### src/include/wasm_consts.svh
`ifndef WASM_CONSTS_SVH
`define WASM_CONSTS_SVH

// Code memory and operand stack sizes
`define CODE_ADDR_W   6
`define CODE_DEPTH    64
`define STACK_DEPTH   8
`define WINDOW_BYTES  10

// Opcodes, standard WebAssembly encodings
`define OP_UNREACHABLE          8'h00
`define OP_NOP                  8'h01
`define OP_END                  8'h0b
`define OP_DROP                 8'h1a
`define OP_SELECT               8'h1b
`define OP_I32_CONST            8'h41
`define OP_I64_CONST            8'h42
`define OP_F32_CONST            8'h43
`define OP_F64_CONST            8'h44
`define OP_I32_EQZ              8'h45
`define OP_I64_EQZ              8'h50
`define OP_I32_REINTERPRET_F32  8'hbc
`define OP_I64_REINTERPRET_F64  8'hbd
`define OP_F32_REINTERPRET_I32  8'hbe
`define OP_F64_REINTERPRET_I64  8'hbf

// Value type tags
`define TYPE_I32  2'd0
`define TYPE_I64  2'd1
`define TYPE_F32  2'd2
`define TYPE_F64  2'd3

// Operand stack operations
`define SOP_NONE     2'd0
`define SOP_PUSH     2'd1
`define SOP_POP      2'd2
`define SOP_REPLACE  2'd3

// Operand stack status
`define SST_EMPTY  2'd0
`define SST_OK     2'd1
`define SST_FULL   2'd2
`define SST_ERROR  2'd3

// Trap codes
`define TRAP_NONE         3'd0
`define TRAP_STACK        3'd1
`define TRAP_CODE_END     3'd2
`define TRAP_UNREACHABLE  3'd3
`define TRAP_BAD_OPCODE   3'd4
`define TRAP_SELECT_TYPE  3'd6

`endif

### src/hw/wasm_pkg.sv
`include "wasm_consts.svh"

package wasm_pkg;

  typedef logic [63:0] word_t;
  typedef logic [1:0]  val_type_t;

  // Tag in [65:64], payload in [63:0]
  typedef logic [65:0] stack_entry_t;

  typedef logic [`CODE_ADDR_W-1:0]    code_addr_t;
  typedef logic [7:0]                 code_byte_t;
  // Byte 0 in the low bits, from the lowest address
  typedef logic [8*`WINDOW_BYTES-1:0] code_window_t;

  typedef logic [1:0] stack_op_t;
  typedef logic [1:0] stack_status_t;
  typedef logic [2:0] trap_t;
  typedef logic [3:0] leb_len_t;

  typedef enum logic [2:0] {
    FETCH,
    DECODE,
    EXEC2,
    MEMORY,
    MEMORY2
  } exec_state_t;

endpackage

### src/hw/code_mem.sv
`timescale 1ns/1ps
`include "wasm_consts.svh"

module code_mem (
  input  logic                   clk,
  input  logic                   prog_we,
  input  wasm_pkg::code_addr_t   prog_addr,
  input  wasm_pkg::code_byte_t   prog_data,
  input  wasm_pkg::code_addr_t   rd_addr,
  output wasm_pkg::code_window_t rd_window,
  output logic                   rd_error
);
  import wasm_pkg::*;

  code_byte_t              mem [`CODE_DEPTH];
  code_window_t            window_next;
  logic [`CODE_ADDR_W:0]   byte_addr;
  logic [`CODE_ADDR_W:0]   end_addr;

  // One extra bit so the window end can pass the last byte
  assign end_addr = {1'b0, rd_addr} + (`CODE_ADDR_W+1)'(`WINDOW_BYTES);

  always_ff @(posedge clk) begin
    if (prog_we) begin
      mem[prog_addr] <= prog_data;
    end
  end

  // Gather the window, bytes past the end read as zero
  always_comb begin
    window_next = '0;
    byte_addr   = '0;
    for (int i = 0; i < `WINDOW_BYTES; i++) begin
      byte_addr = {1'b0, rd_addr} + (`CODE_ADDR_W+1)'(i);
      if (byte_addr < (`CODE_ADDR_W+1)'(`CODE_DEPTH)) begin
        window_next[8*i +: 8] = mem[byte_addr[`CODE_ADDR_W-1:0]];
      end
    end
  end

  always_ff @(posedge clk) begin
    rd_window <= window_next;
    rd_error  <= end_addr > (`CODE_ADDR_W+1)'(`CODE_DEPTH);
  end

endmodule

### src/hw/operand_stack.sv
`timescale 1ns/1ps
`include "wasm_consts.svh"

module operand_stack (
  input  logic                    clk,
  input  logic                    reset,
  input  wasm_pkg::stack_op_t     op,
  input  wasm_pkg::stack_entry_t  data,
  output wasm_pkg::stack_entry_t  tos,
  output wasm_pkg::stack_status_t status
);
  import wasm_pkg::*;

  localparam int CNT_W = $clog2(`STACK_DEPTH + 1);
  localparam int PTR_W = $clog2(`STACK_DEPTH);

  stack_entry_t     mem [`STACK_DEPTH];
  logic [CNT_W-1:0] count;
  logic [CNT_W-1:0] top_idx;
  logic [CNT_W-1:0] below_idx;
  logic             error;
  logic             is_empty;
  logic             is_full;

  assign is_empty  = count == '0;
  assign is_full   = count == CNT_W'(`STACK_DEPTH);
  assign top_idx   = count - 1'b1;
  assign below_idx = count - 2'd2;

  // Count and sticky error
  always_ff @(posedge clk) begin
    if (reset) begin
      count <= '0;
      error <= 1'b0;
    end else if (!error) begin
      case (op)
        `SOP_PUSH: begin
          if (is_full) error <= 1'b1;
          else count <= count + 1'b1;
        end
        `SOP_POP: begin
          if (is_empty) error <= 1'b1;
          else count <= count - 1'b1;
        end
        `SOP_REPLACE: begin
          if (is_empty) error <= 1'b1;
        end
        default: ;
      endcase
    end
  end

  // Entries and the registered top copy
  always_ff @(posedge clk) begin
    case (op)
      `SOP_PUSH: begin
        if (!is_full) begin
          mem[count[PTR_W-1:0]] <= data;
          tos                   <= data;
        end
      end
      // Entry below becomes the top, meaningless once empty
      `SOP_POP: tos <= mem[below_idx[PTR_W-1:0]];
      `SOP_REPLACE: begin
        if (!is_empty) begin
          mem[top_idx[PTR_W-1:0]] <= data;
          tos                     <= data;
        end
      end
      default: ;
    endcase
  end

  always_comb begin
    if (error) status = `SST_ERROR;
    else if (is_empty) status = `SST_EMPTY;
    else if (is_full) status = `SST_FULL;
    else status = `SST_OK;
  end

endmodule

### src/hw/leb128_decoder.sv
`timescale 1ns/1ps
`include "wasm_consts.svh"

module leb128_decoder (
  input  wasm_pkg::code_window_t bytes,
  output wasm_pkg::word_t        value,
  output wasm_pkg::leb_len_t     len
);
  import wasm_pkg::*;

  logic [7*`WINDOW_BYTES-1:0] groups;
  leb_len_t                   last;
  logic                       found;
  logic                       sign;

  always_comb begin
    last  = leb_len_t'(`WINDOW_BYTES - 1);
    found = 1'b0;
    sign  = 1'b0;
    // First byte with the continuation bit clear
    for (int i = 0; i < `WINDOW_BYTES; i++) begin
      if (!found && !bytes[8*i+7]) begin
        last  = leb_len_t'(i);
        found = 1'b1;
      end
    end
    for (int i = 0; i < `WINDOW_BYTES; i++) begin
      if (leb_len_t'(i) == last) sign = bytes[8*i+6];
    end
    // Little-endian 7-bit groups, sign fill above the last one
    for (int i = 0; i < `WINDOW_BYTES; i++) begin
      if (leb_len_t'(i) <= last) groups[7*i +: 7] = bytes[8*i +: 7];
      else groups[7*i +: 7] = {7{sign}};
    end
  end

  assign value = groups[63:0];
  assign len   = last + 1'b1;

endmodule

### src/hw/exec_unit.sv
`timescale 1ns/1ps
`include "wasm_consts.svh"

module exec_unit (
  input  logic                    clk,
  input  logic                    reset,
  output wasm_pkg::code_addr_t    rd_addr,
  input  wasm_pkg::code_window_t  rd_window,
  input  logic                    rd_error,
  output wasm_pkg::stack_op_t     stack_op,
  output wasm_pkg::stack_entry_t  stack_data,
  input  wasm_pkg::stack_entry_t  tos,
  input  wasm_pkg::stack_status_t stack_status,
  output wasm_pkg::word_t         result,
  output wasm_pkg::val_type_t     result_type,
  output logic                    result_empty,
  output logic                    result_valid,
  output wasm_pkg::trap_t         trap
);
  import wasm_pkg::*;

  exec_state_t  state;
  code_addr_t   pc;
  code_byte_t   opcode;
  code_byte_t   opcode_q;
  logic         cond_nz_q;
  stack_entry_t val2_q;
  code_window_t imm_q;
  word_t        leb_value;
  leb_len_t     leb_len;
  logic         decode_ok;
  logic         stack_live;
  logic         select_ok;

  assign rd_addr   = pc;
  assign opcode    = rd_window[7:0];
  assign decode_ok = (stack_status != `SST_ERROR) && !rd_error;
  // val1 must still be on the stack after both select pops
  assign stack_live = (stack_status != `SST_ERROR) && (stack_status != `SST_EMPTY);
  assign select_ok  = stack_live && (tos[65:64] == val2_q[65:64]);

  leb128_decoder leb_i (
    .bytes (imm_q),
    .value (leb_value),
    .len   (leb_len)
  );

  always_ff @(posedge clk) begin
    if (reset) begin
      state        <= FETCH;
      pc           <= '0;
      trap         <= `TRAP_NONE;
      result_valid <= 1'b0;
    end else begin
      result_valid <= 1'b0;
      if (trap == `TRAP_NONE) begin
        case (state)
          FETCH: begin
            pc    <= pc + 1'b1;
            state <= DECODE;
          end
          DECODE: begin
            opcode_q  <= opcode;
            cond_nz_q <= |tos[63:0];
            state     <= FETCH;
            if (stack_status == `SST_ERROR) trap <= `TRAP_STACK;
            else if (rd_error) trap <= `TRAP_CODE_END;
            else begin
              case (opcode)
                `OP_UNREACHABLE: trap <= `TRAP_UNREACHABLE;
                `OP_END: begin
                  result       <= tos[63:0];
                  result_type  <= tos[65:64];
                  result_empty <= stack_status == `SST_EMPTY;
                  result_valid <= 1'b1;
                end
                `OP_SELECT: state <= EXEC2;
                `OP_I32_CONST, `OP_I64_CONST,
                `OP_F32_CONST, `OP_F64_CONST: state <= MEMORY;
                `OP_NOP, `OP_DROP, `OP_I32_EQZ, `OP_I64_EQZ,
                `OP_I32_REINTERPRET_F32, `OP_I64_REINTERPRET_F64,
                `OP_F32_REINTERPRET_I32, `OP_F64_REINTERPRET_I64: ;
                default: trap <= `TRAP_BAD_OPCODE;
              endcase
            end
          end
          // Condition popped, val2 now on top
          EXEC2: begin
            val2_q <= tos;
            state  <= MEMORY2;
          end
          // Immediate window arrived
          MEMORY: begin
            if (rd_error) trap <= `TRAP_CODE_END;
            else begin
              if (opcode_q == `OP_I32_CONST) imm_q <= code_window_t'(rd_window[39:0]);
              else imm_q <= rd_window;
              state <= MEMORY2;
            end
          end
          MEMORY2: begin
            state <= FETCH;
            case (opcode_q)
              `OP_SELECT: begin
                if (!stack_live) trap <= `TRAP_STACK;
                else if (!select_ok) trap <= `TRAP_SELECT_TYPE;
              end
              `OP_F32_CONST: pc <= pc + code_addr_t'(4);
              `OP_F64_CONST: pc <= pc + code_addr_t'(8);
              default: pc <= pc + code_addr_t'(leb_len);
            endcase
          end
          default: state <= FETCH;
        endcase
      end
    end
  end

  // Stack requests, applied at the end of the same cycle
  always_comb begin
    stack_op   = `SOP_NONE;
    stack_data = '0;
    if (trap == `TRAP_NONE) begin
      case (state)
        DECODE: begin
          if (decode_ok) begin
            case (opcode)
              `OP_DROP, `OP_SELECT: stack_op = `SOP_POP;
              `OP_I32_EQZ: begin
                stack_op   = `SOP_REPLACE;
                stack_data = {`TYPE_I32, 63'd0, ~|tos[31:0]};
              end
              `OP_I64_EQZ: begin
                stack_op   = `SOP_REPLACE;
                stack_data = {`TYPE_I64, 63'd0, ~|tos[63:0]};
              end
              `OP_I32_REINTERPRET_F32: begin
                stack_op   = `SOP_REPLACE;
                stack_data = {`TYPE_I32, 32'd0, tos[31:0]};
              end
              `OP_I64_REINTERPRET_F64: begin
                stack_op   = `SOP_REPLACE;
                stack_data = {`TYPE_I64, tos[63:0]};
              end
              `OP_F32_REINTERPRET_I32: begin
                stack_op   = `SOP_REPLACE;
                stack_data = {`TYPE_F32, 32'd0, tos[31:0]};
              end
              `OP_F64_REINTERPRET_I64: begin
                stack_op   = `SOP_REPLACE;
                stack_data = {`TYPE_F64, tos[63:0]};
              end
              default: ;
            endcase
          end
        end
        EXEC2: stack_op = `SOP_POP;
        MEMORY2: begin
          case (opcode_q)
            // Zero condition keeps val2 in place of val1
            `OP_SELECT: begin
              if (select_ok && !cond_nz_q) begin
                stack_op   = `SOP_REPLACE;
                stack_data = val2_q;
              end
            end
            `OP_I32_CONST: begin
              stack_op   = `SOP_PUSH;
              stack_data = {`TYPE_I32, 32'd0, leb_value[31:0]};
            end
            `OP_I64_CONST: begin
              stack_op   = `SOP_PUSH;
              stack_data = {`TYPE_I64, leb_value};
            end
            `OP_F32_CONST: begin
              stack_op   = `SOP_PUSH;
              stack_data = {`TYPE_F32, 32'd0, imm_q[31:0]};
            end
            `OP_F64_CONST: begin
              stack_op   = `SOP_PUSH;
              stack_data = {`TYPE_F64, imm_q[63:0]};
            end
            default: ;
          endcase
        end
        default: ;
      endcase
    end
  end

endmodule

### src/hw/wasm_core.sv
`timescale 1ns/1ps

module wasm_core (
  input  logic                 clk,
  input  logic                 reset,
  input  logic                 prog_we,
  input  wasm_pkg::code_addr_t prog_addr,
  input  wasm_pkg::code_byte_t prog_data,
  output wasm_pkg::word_t      result,
  output wasm_pkg::val_type_t  result_type,
  output logic                 result_empty,
  output logic                 result_valid,
  output wasm_pkg::trap_t      trap
);
  import wasm_pkg::*;

  code_addr_t    rd_addr;
  code_window_t  rd_window;
  logic          rd_error;
  stack_op_t     stack_op;
  stack_entry_t  stack_data;
  stack_entry_t  tos;
  stack_status_t stack_status;

  code_mem code_mem_i (
    .clk       (clk),
    .prog_we   (prog_we),
    .prog_addr (prog_addr),
    .prog_data (prog_data),
    .rd_addr   (rd_addr),
    .rd_window (rd_window),
    .rd_error  (rd_error)
  );

  operand_stack operand_stack_i (
    .clk    (clk),
    .reset  (reset),
    .op     (stack_op),
    .data   (stack_data),
    .tos    (tos),
    .status (stack_status)
  );

  exec_unit exec_unit_i (
    .clk          (clk),
    .reset        (reset),
    .rd_addr      (rd_addr),
    .rd_window    (rd_window),
    .rd_error     (rd_error),
    .stack_op     (stack_op),
    .stack_data   (stack_data),
    .tos          (tos),
    .stack_status (stack_status),
    .result       (result),
    .result_type  (result_type),
    .result_empty (result_empty),
    .result_valid (result_valid),
    .trap         (trap)
  );

endmodule

### config.mk
export PLATFORM = sky130hd
export DESIGN_NAME = wasm_core
export DESIGN_NICKNAME = d
export VERILOG_FILES = /design/src/hw/wasm_pkg.sv /design/src/hw/code_mem.sv /design/src/hw/operand_stack.sv /design/src/hw/leb128_decoder.sv /design/src/hw/exec_unit.sv /design/src/hw/wasm_core.sv
export VERILOG_INCLUDE_DIRS = /design/src /design/src/include
export SDC_FILE = /design/constraint.sdc
export NUM_CORES = 2
export LEC_CHECK = 0
export ABC_CLOCK_PERIOD_IN_PS = 17600
export CAP_MARGIN = 0
export CORE_MARGIN = 3
export CORE_UTILIZATION = 69
export DETAILED_ROUTE_END_ITERATION = 7
export DONT_BUFFER_PORTS = 1
export PLACE_DENSITY_LB_ADDON = 0.1
export SLEW_MARGIN = 10
export SYNTH_ARGS = -nofsm -noshare
export SYNTH_HDL_FRONTEND = slang
export SYNTH_SLANG_ARGS = --single-unit
### constraint.sdc
create_clock -name clk -period 17.6 [get_ports clk]
set_input_delay 3.52 -clock clk [delete_from_list [all_inputs] [get_ports clk]]
set_output_delay 3.52 -clock clk [all_outputs]
set_load 0.005 [all_outputs]
# Word-level counts from Yosys, hierarchy flattened
# Memory sizes are Yosys's and may differ from the RTL's. A register that Yosys moved wholly into a read port is not among the register bits.
# Index checks and enable logic that the tools add are counted.
dict set report classes {
  magnitude_cmp 21
  reduce_logical 74
  n_eq_ne 48
  n_bitwise 6
  addsub 18
  n_mux 91
}
# operator n
set ops {}
lappend ops {{two-way mux 66 bit} 6}
lappend ops {{case mux 66 bit (6 select lines)} 1}
lappend ops {{case mux 66 bit (5 select lines)} 1}
lappend ops {{case mux 66 bit (3 select lines)} 1}
lappend ops {{case mux 66 bit (2 select lines)} 1}
lappend ops {{== test 8 x 7 -> 1 bit, second input constant} 10}
lappend ops {{OR reduction 66 bit} 1}
lappend ops {{OR reduction 64 bit} 1}
lappend ops {{< comparator 7 bit, second input constant} 9}
lappend ops {{two-way mux 7 bit} 9}
lappend ops {{two-way mux 4 bit} 12}
lappend ops {{two-way mux 1 bit} 33}
lappend ops {{== test 8 bit, second input constant} 4}
lappend ops {{OR reduction 32 bit} 1}
lappend ops {{logical NOT 1 bit} 31}
lappend ops {{two-way mux 3 bit} 10}
lappend ops {{adder 6 x 3 -> 7 bit, second input constant} 4}
lappend ops {{== test 8 x 5 -> 1 bit, second input constant} 3}
lappend ops {{adder 6 x 4 -> 7 bit, second input constant} 3}
lappend ops {{case mux 6 bit (3 select lines)} 1}
lappend ops {{== test 3 x 4 -> 1 bit, first input constant} 4}
lappend ops {{<= comparator 3 x 4 -> 1 bit, first input constant} 4}
lappend ops {{adder 6 x 2 -> 7 bit, second input constant} 2}
lappend ops {{inequality test 2 bit, second input constant} 7}
lappend ops {{54 further kinds} 99}
dict set report word_totals {
  ram_bits 1040
  out_inout_bits 71
  n_memories 2
  regBits 307
}
# memory depth width rd rd_ports_with_merged_regs wr line_no
set mem_list {}
lappend mem_list {operand_stack_i.mem 8 66 1 0 1 operand_stack.sv:17} ;# stack_entry_t mem [`STACK_DEPTH];
lappend mem_list {code_mem_i.mem 64 8 10 10 1 code_mem.sv:15} ;# code_byte_t mem [`CODE_DEPTH];

# Logic depth before layout (Yosys ltp)
dict set report logic_depth {
  word_depth 44
  mapped_depth 17
  ltp_nobuf 14
}

# Hierarchy
# From an unflattened synthesis, not the netlist that was laid out.
dict set report unflattened {
  cells_unflattened 5444
  hier_area_um2 81643.3
}
# mod area_each_um2 seq_area_each_um2 cells_each n_inst
set by_module_without_submodules {}
lappend by_module_without_submodules {code_mem 45989.1 16996.3 3050 1}
lappend by_module_without_submodules {operand_stack 23602.6 17937.2 1359 1}
lappend by_module_without_submodules {exec_unit 10954.3 6926.6 832 1}
lappend by_module_without_submodules {leb128_decoder 1097.3 0.0 203 1}

# Worst setup path after synthesis
# Ideal clock, no wire load.
dict set report synth_timing {
  path_type {input port to flip-flop}
  from {input reset}
  to {register exec_unit_i.val2_q[0] (enable)}
  cell_stages 2
  required_ns 17.029
  path_slack_ns 8.782
  t_arrival_ns 8.247
  path_cell_list {clkbuf_1 > nor3_1}
}
dict set report synth_between {
  elab_chain_cells 2
}
# element line_no
set synth_rtl {}
lappend synth_rtl {{from (decl)} wasm_core.sv:5} ;# input logic reset,
lappend synth_rtl {{inverter 1 bit (no source line)} --}
lappend synth_rtl {{AND reduction 3 bit (no source line)} --}
lappend synth_rtl {{to (signal assigned)} exec_unit.sv:89} ;# val2_q <= tos;
lappend synth_rtl {{to (decl)} exec_unit.sv:27} ;# stack_entry_t val2_q;
# Every way passes these cells.
# A chain may end at the register's enable or synchronous reset.

# Worst setup path in the final report
dict set report layout_timing {
  from {register exec_unit_i.pc[1] (netlist: exec_unit_i.rd_addr[1])}
  to {register code_mem_i.rd_window[59], read port of code_mem_i.mem}
}
dict set report layout_between {
  elab_chain_cells 3
}
# element line_no
set layout_rtl {}
lappend layout_rtl {{from (decl)} exec_unit.sv:23} ;# code_addr_t pc;
lappend layout_rtl {{from (signal assigned)} exec_unit.sv:59} ;# pc <= pc + 1'b1;
lappend layout_rtl {{from (signal assigned)} exec_unit.sv:108} ;# `OP_F32_CONST: pc <= pc + code_addr_t'(4);
lappend layout_rtl {{from (signal assigned)} exec_unit.sv:109} ;# `OP_F64_CONST: pc <= pc + code_addr_t'(8);
lappend layout_rtl {{adder 6 x 3 -> 7 bit (*)} code_mem.sv:34} ;# byte_addr = {1'b0, rd_addr} + (`CODE_ADDR_W+1)'(i);
lappend layout_rtl {{< comparator 7 bit} code_mem.sv:35} ;# if (byte_addr < (`CODE_ADDR_W+1)'(`CODE_DEPTH)) begin
lappend layout_rtl {{logical NOT 1 bit (no source line)} --}
lappend layout_rtl {{to (decl)} code_mem.sv:10} ;# output wasm_pkg::code_window_t rd_window,
# Mark *: on every way between the ends. The rest lies on a longest branch, timed or not.

==> flow_metrics.py <==
metrics = {
    "run_status": {
        "status": "finished with violations",
        "violations": "DRC",
    },
    "logic_synthesis": {
        "netlist.area_leader.share_pct": 54.2,
        "syn_area_mm2": 0.0732,
        "async_reset_ff_share_pct": 0,
        "avgSynthCellArea_um2": 14.4,
        "synthTopCellsByArea": "edfxtp_1, mux4_2, nand2_1",
        "synth_edf_count": 1321,
        "synth_seq_cells": 1413,
        "syn_nets": 5111,
        "yosys_warnings": 0,
        "ys_seq_area_share_pct": 56.7,
        "postSynthCellCount": 5066,
        "netlist-cell-type-count": 85,
        "ys.flop_type": "edfxtp_1",
        "yosys.area.top_type": "edfxtp_1",
    },
    "cells_and_area": {
        "post-route-cell-area_mm2": 0.0793,
        "nets": 4983,
        "layout_common_cells": "edfxtp_1, mux4_2, nand2_1",
        "drive_gt1_share_pct": 23.9,
        "final-instance-count-excl-fill": 6450,
        "syn2layout_area_growth_pct": 8.37,
        "final_common_cell": "edfxtp_1",
    },
    "placed_design": {
        "portBuffers": 0,
        "dpl.hpwl_mm": 176,
        "dp_cells": 6170,
        "gp_congestion": 1.14,
        "placed_area_mm2": 0.0746,
    },
    "floorplanning": {
        "die_y_um": 332,
        "fp-row-count": 118,
        "initial_core_util_pct": 70.1,
        "coreArea_mm2": 0.104,
        "die_width_um": 332,
        "die_area_mm2": 0.110,
        "io_pins": 88,
    },
    "timing": {
        "final.period_utilization_pct": 34.6,
        "clock.fmax_mhz": 164,
        "tightest_slew_ns": 1.39,
        "finalMaxSlewViolations": 0,
        "hold_viol": 0,
        "slew_headroom_pct": 6.91,
        "grt_setup_unrepaired": "no",
        "finalSetupTns_ns": 0,
        "period_needed_ns": 6.10,
        "setup_viol": 0,
        "skew_ns": 0.0419,
    },
    "job": {
        "maxCapViolCount": 0,
    },
    "setup_path": {
        "critPathRequiredTime_ns": 18.17,
        "max_stage_delay_ns": 0.99,
        "slowest_stage": "ha_4",
        "crit_fanout": 58,
        "cp-end-kind": "flop",
        "crit_type": "reg2reg",
        "reg2reg_depth": 10,
        "worst-path-stages": 10,
        "path_delay_family": "buffers and inverters",
        "start_kind": "flop",
        "path_cells": "inv_4 > ha_4 > buf_4 > buf_4 > mux4_2 > and2_1 > a211oi_1 > a31oi_1 > a32oi_1 > o221ai_1",
        "crit_buf_inv": 3,
        "critPathArrivalTime_ns": 6.67,
        "critPathMostFrequentCell": "buf_4",
    },
    "clock_tree": {
        "cts_setup_buffers": 0,
        "cts-resized-gates": 0,
        "cts_buffers": 142,
        "clock_latency_ns": 0.79,
        "clockRootBuffer": "clkbuf_16",
        "clk_pin_slew_ns": 0.06,
        "clk_path_buf_depth": 3,
        "cts_tree": "yes",
        "cts.sinks": 1413,
        "hold_buffers": 0,
        "cts_max_level": 4,
    },
    "routing": {
        "drt_wl_total_mm": 267,
        "drc": 15,
        "post_drt_via_cell_ratio": 8.18,
        "drt_iter0_drc": 11000,
        "via_count": 52800,
        "detail_route.wl_per_cell_um": 41.3,
        "antenna_violating_nets_post_route": 0,
        "first_pass_iters": 8,
    },
    "min_path": {
        "holdPathStages": 0,
        "hold_class": "reg2reg",
    },
    "power_and_ir_drop": {
        "powerDensity_mw_per_mm2": 154,
        "peakVddDrop_mv": 0.161,
        "leakage_nw": 24.1,
    },
    "global_routing": {
        "grt_pass1_vias": 49500,
        "grt_overflow": 0,
        "antenna_found_initial": 29,
        "grt_pass1_wl_mm": 376,
        "grt_use_total_pct": 48.5,
        "grt_max_degree": 145,
    },
}
## report_power, final
group	leakage [nW]	internal (W)	switching, W
Clock	2.23	0.00168	0.00138
Sequential	11.6	0.00380	0.000205
Combinational	10.3	0.00196	0.00322
Total	24.1	0.00743	0.00480
## worst register-to-register path: cells and delay by family, from the launching register on
| family | cells | cell delay [ns] |
|---|---|---|
| buf+inv | 3 | 2.10 |
| compound gates | 4 | 1.47 |
| fa+ha+maj | 1 | 0.99 |
| flops | 1 | 0.72 |
| mux | 1 | 0.44 |
| simple gates | 1 | 0.17 |
## area by class of cell
| class | instances | area (µm²) |
|---|---|---|
| tap | 1380 | 1730 |
| sequential | 1413 | 41500 |
| timing repair buffer | 115 | 915 |
| clock buffer | 181 | 3800 |
| fill | 5670 | 25100 |
| antenna | 12 | 30.0 |
| clock inverter | 83 | 822 |
| multi-input combinational | 3207 | 30200 |
| inverter | 59 | 226 |
## per-stage QoR
stage,worst slack (ns),utilization (%),hold slack (ns),total power [W]
final,11.50,76.0,0.403,0.0122
after global routing,11.28,75.9,0.409,0.0124
after CTS,11.58,75.9,0.402,0.0119
after detailed placement,11.62,71.4,0.389,0.00892
after global placement,11.71,71.4,0.387,0.00888
after floorplan,8.78,-,0.386,0.00718
## path summary, 6_finish.rpt
| check | startpoint | endpoint | slack [ns] |
|---|---|---|---|
| min reg2reg | code_mem_i.rd_window[33]$_SDFF_PP0_ | exec_unit_i.imm_q[33]$_DFFE_PP_ | 0.40 |
| min | code_mem_i.rd_window[33]$_SDFF_PP0_ | exec_unit_i.imm_q[33]$_DFFE_PP_ | 0.40 |
| max reg2reg | exec_unit_i.rd_addr[1]$_SDFFE_PP0P_ | code_mem_i.rd_window[59]$_SDFF_PP0_ | 11.50 |
| max | exec_unit_i.rd_addr[1]$_SDFFE_PP0P_ | code_mem_i.rd_window[59]$_SDFF_PP0_ | 11.50 |
## registers in the layout (all words and copies together) (netlist names)
| signal | count |
|---|---|
| code_mem_i.mem | 512 |
| code_mem_i.rd_error | 1 |
| code_mem_i.rd_window | 73 |
| exec_unit_i.cond_nz_q | 1 |
| exec_unit_i.imm_q | 73 |
| exec_unit_i.opcode_q | 8 |
| exec_unit_i.rd_addr | 6 |
| exec_unit_i.result | 64 |
| exec_unit_i.result_empty | 1 |
| exec_unit_i.result_type | 2 |
| exec_unit_i.result_valid | 1 |
| exec_unit_i.state | 3 |
| exec_unit_i.trap | 3 |
| exec_unit_i.val2_q | 66 |
| operand_stack_i.count | 4 |
| operand_stack_i.error | 1 |
| operand_stack_i.mem | 528 |
| operand_stack_i.tos | 66 |
## kinds of logic (layout without fill, tap and decap cells)
logic type | Yosys count | after routing | share of synthesized area, %
flops | 1413 | 1413 | 56.7
simple gates | 1302 | 1302 | 7.91
mux | 995 | 995 | 24.2
compound gates | 835 | 835 | 7.66
buf+inv | 446 | 438 | 2.46
xor+xnor | 47 | 47 | 0.573
fa+ha+maj | 28 | 28 | 0.489
other cells | 0 | 12 | 0
## cell usage after synthesis, types with 5 or more instances
cell type and n:
buf_2 98, ha_1 27, o211ai_1 115, a21oi_1 171
mux2i_1 211, nor2_1 322, a22oi_1 82, a32oi_1 14
or3_1 6, inv_1 57, xnor2_1 33, nand2_1 589
mux2_2 185, a2111o_1 7, or2_2 25, o22ai_1 9
and2_1 27, o21a_1 5, and3_1 8, o22a_1 8
mux4_2 599, o221ai_1 40, o31a_1 5, a31oi_1 22
a211oi_1 29, edfxtp_1 1321, dfxtp_1 92, nand2b_1 42
clkbuf_1 216, a22o_1 34, nand3_1 103, xor2_1 13
o21ai_0 193, a221oi_1 5, buf_1 72, o21bai_1 25
nor3_1 50, a211o_1 14, a222oi_1 22, nor4_1 20
nor3b_1 5, nand4_1 29, nor2b_1 45
## metal layers
metal  up-vias  track usage, %  wire length [µm]
met4        16            36.7             28100
li1      20000               -                 -
met1     25700            60.9             82300
met5         -               0               101
met3      1406            16.5             40900
met2      5728            70.5            115000
No activity file was read; power rests on OpenSTA's default activity.
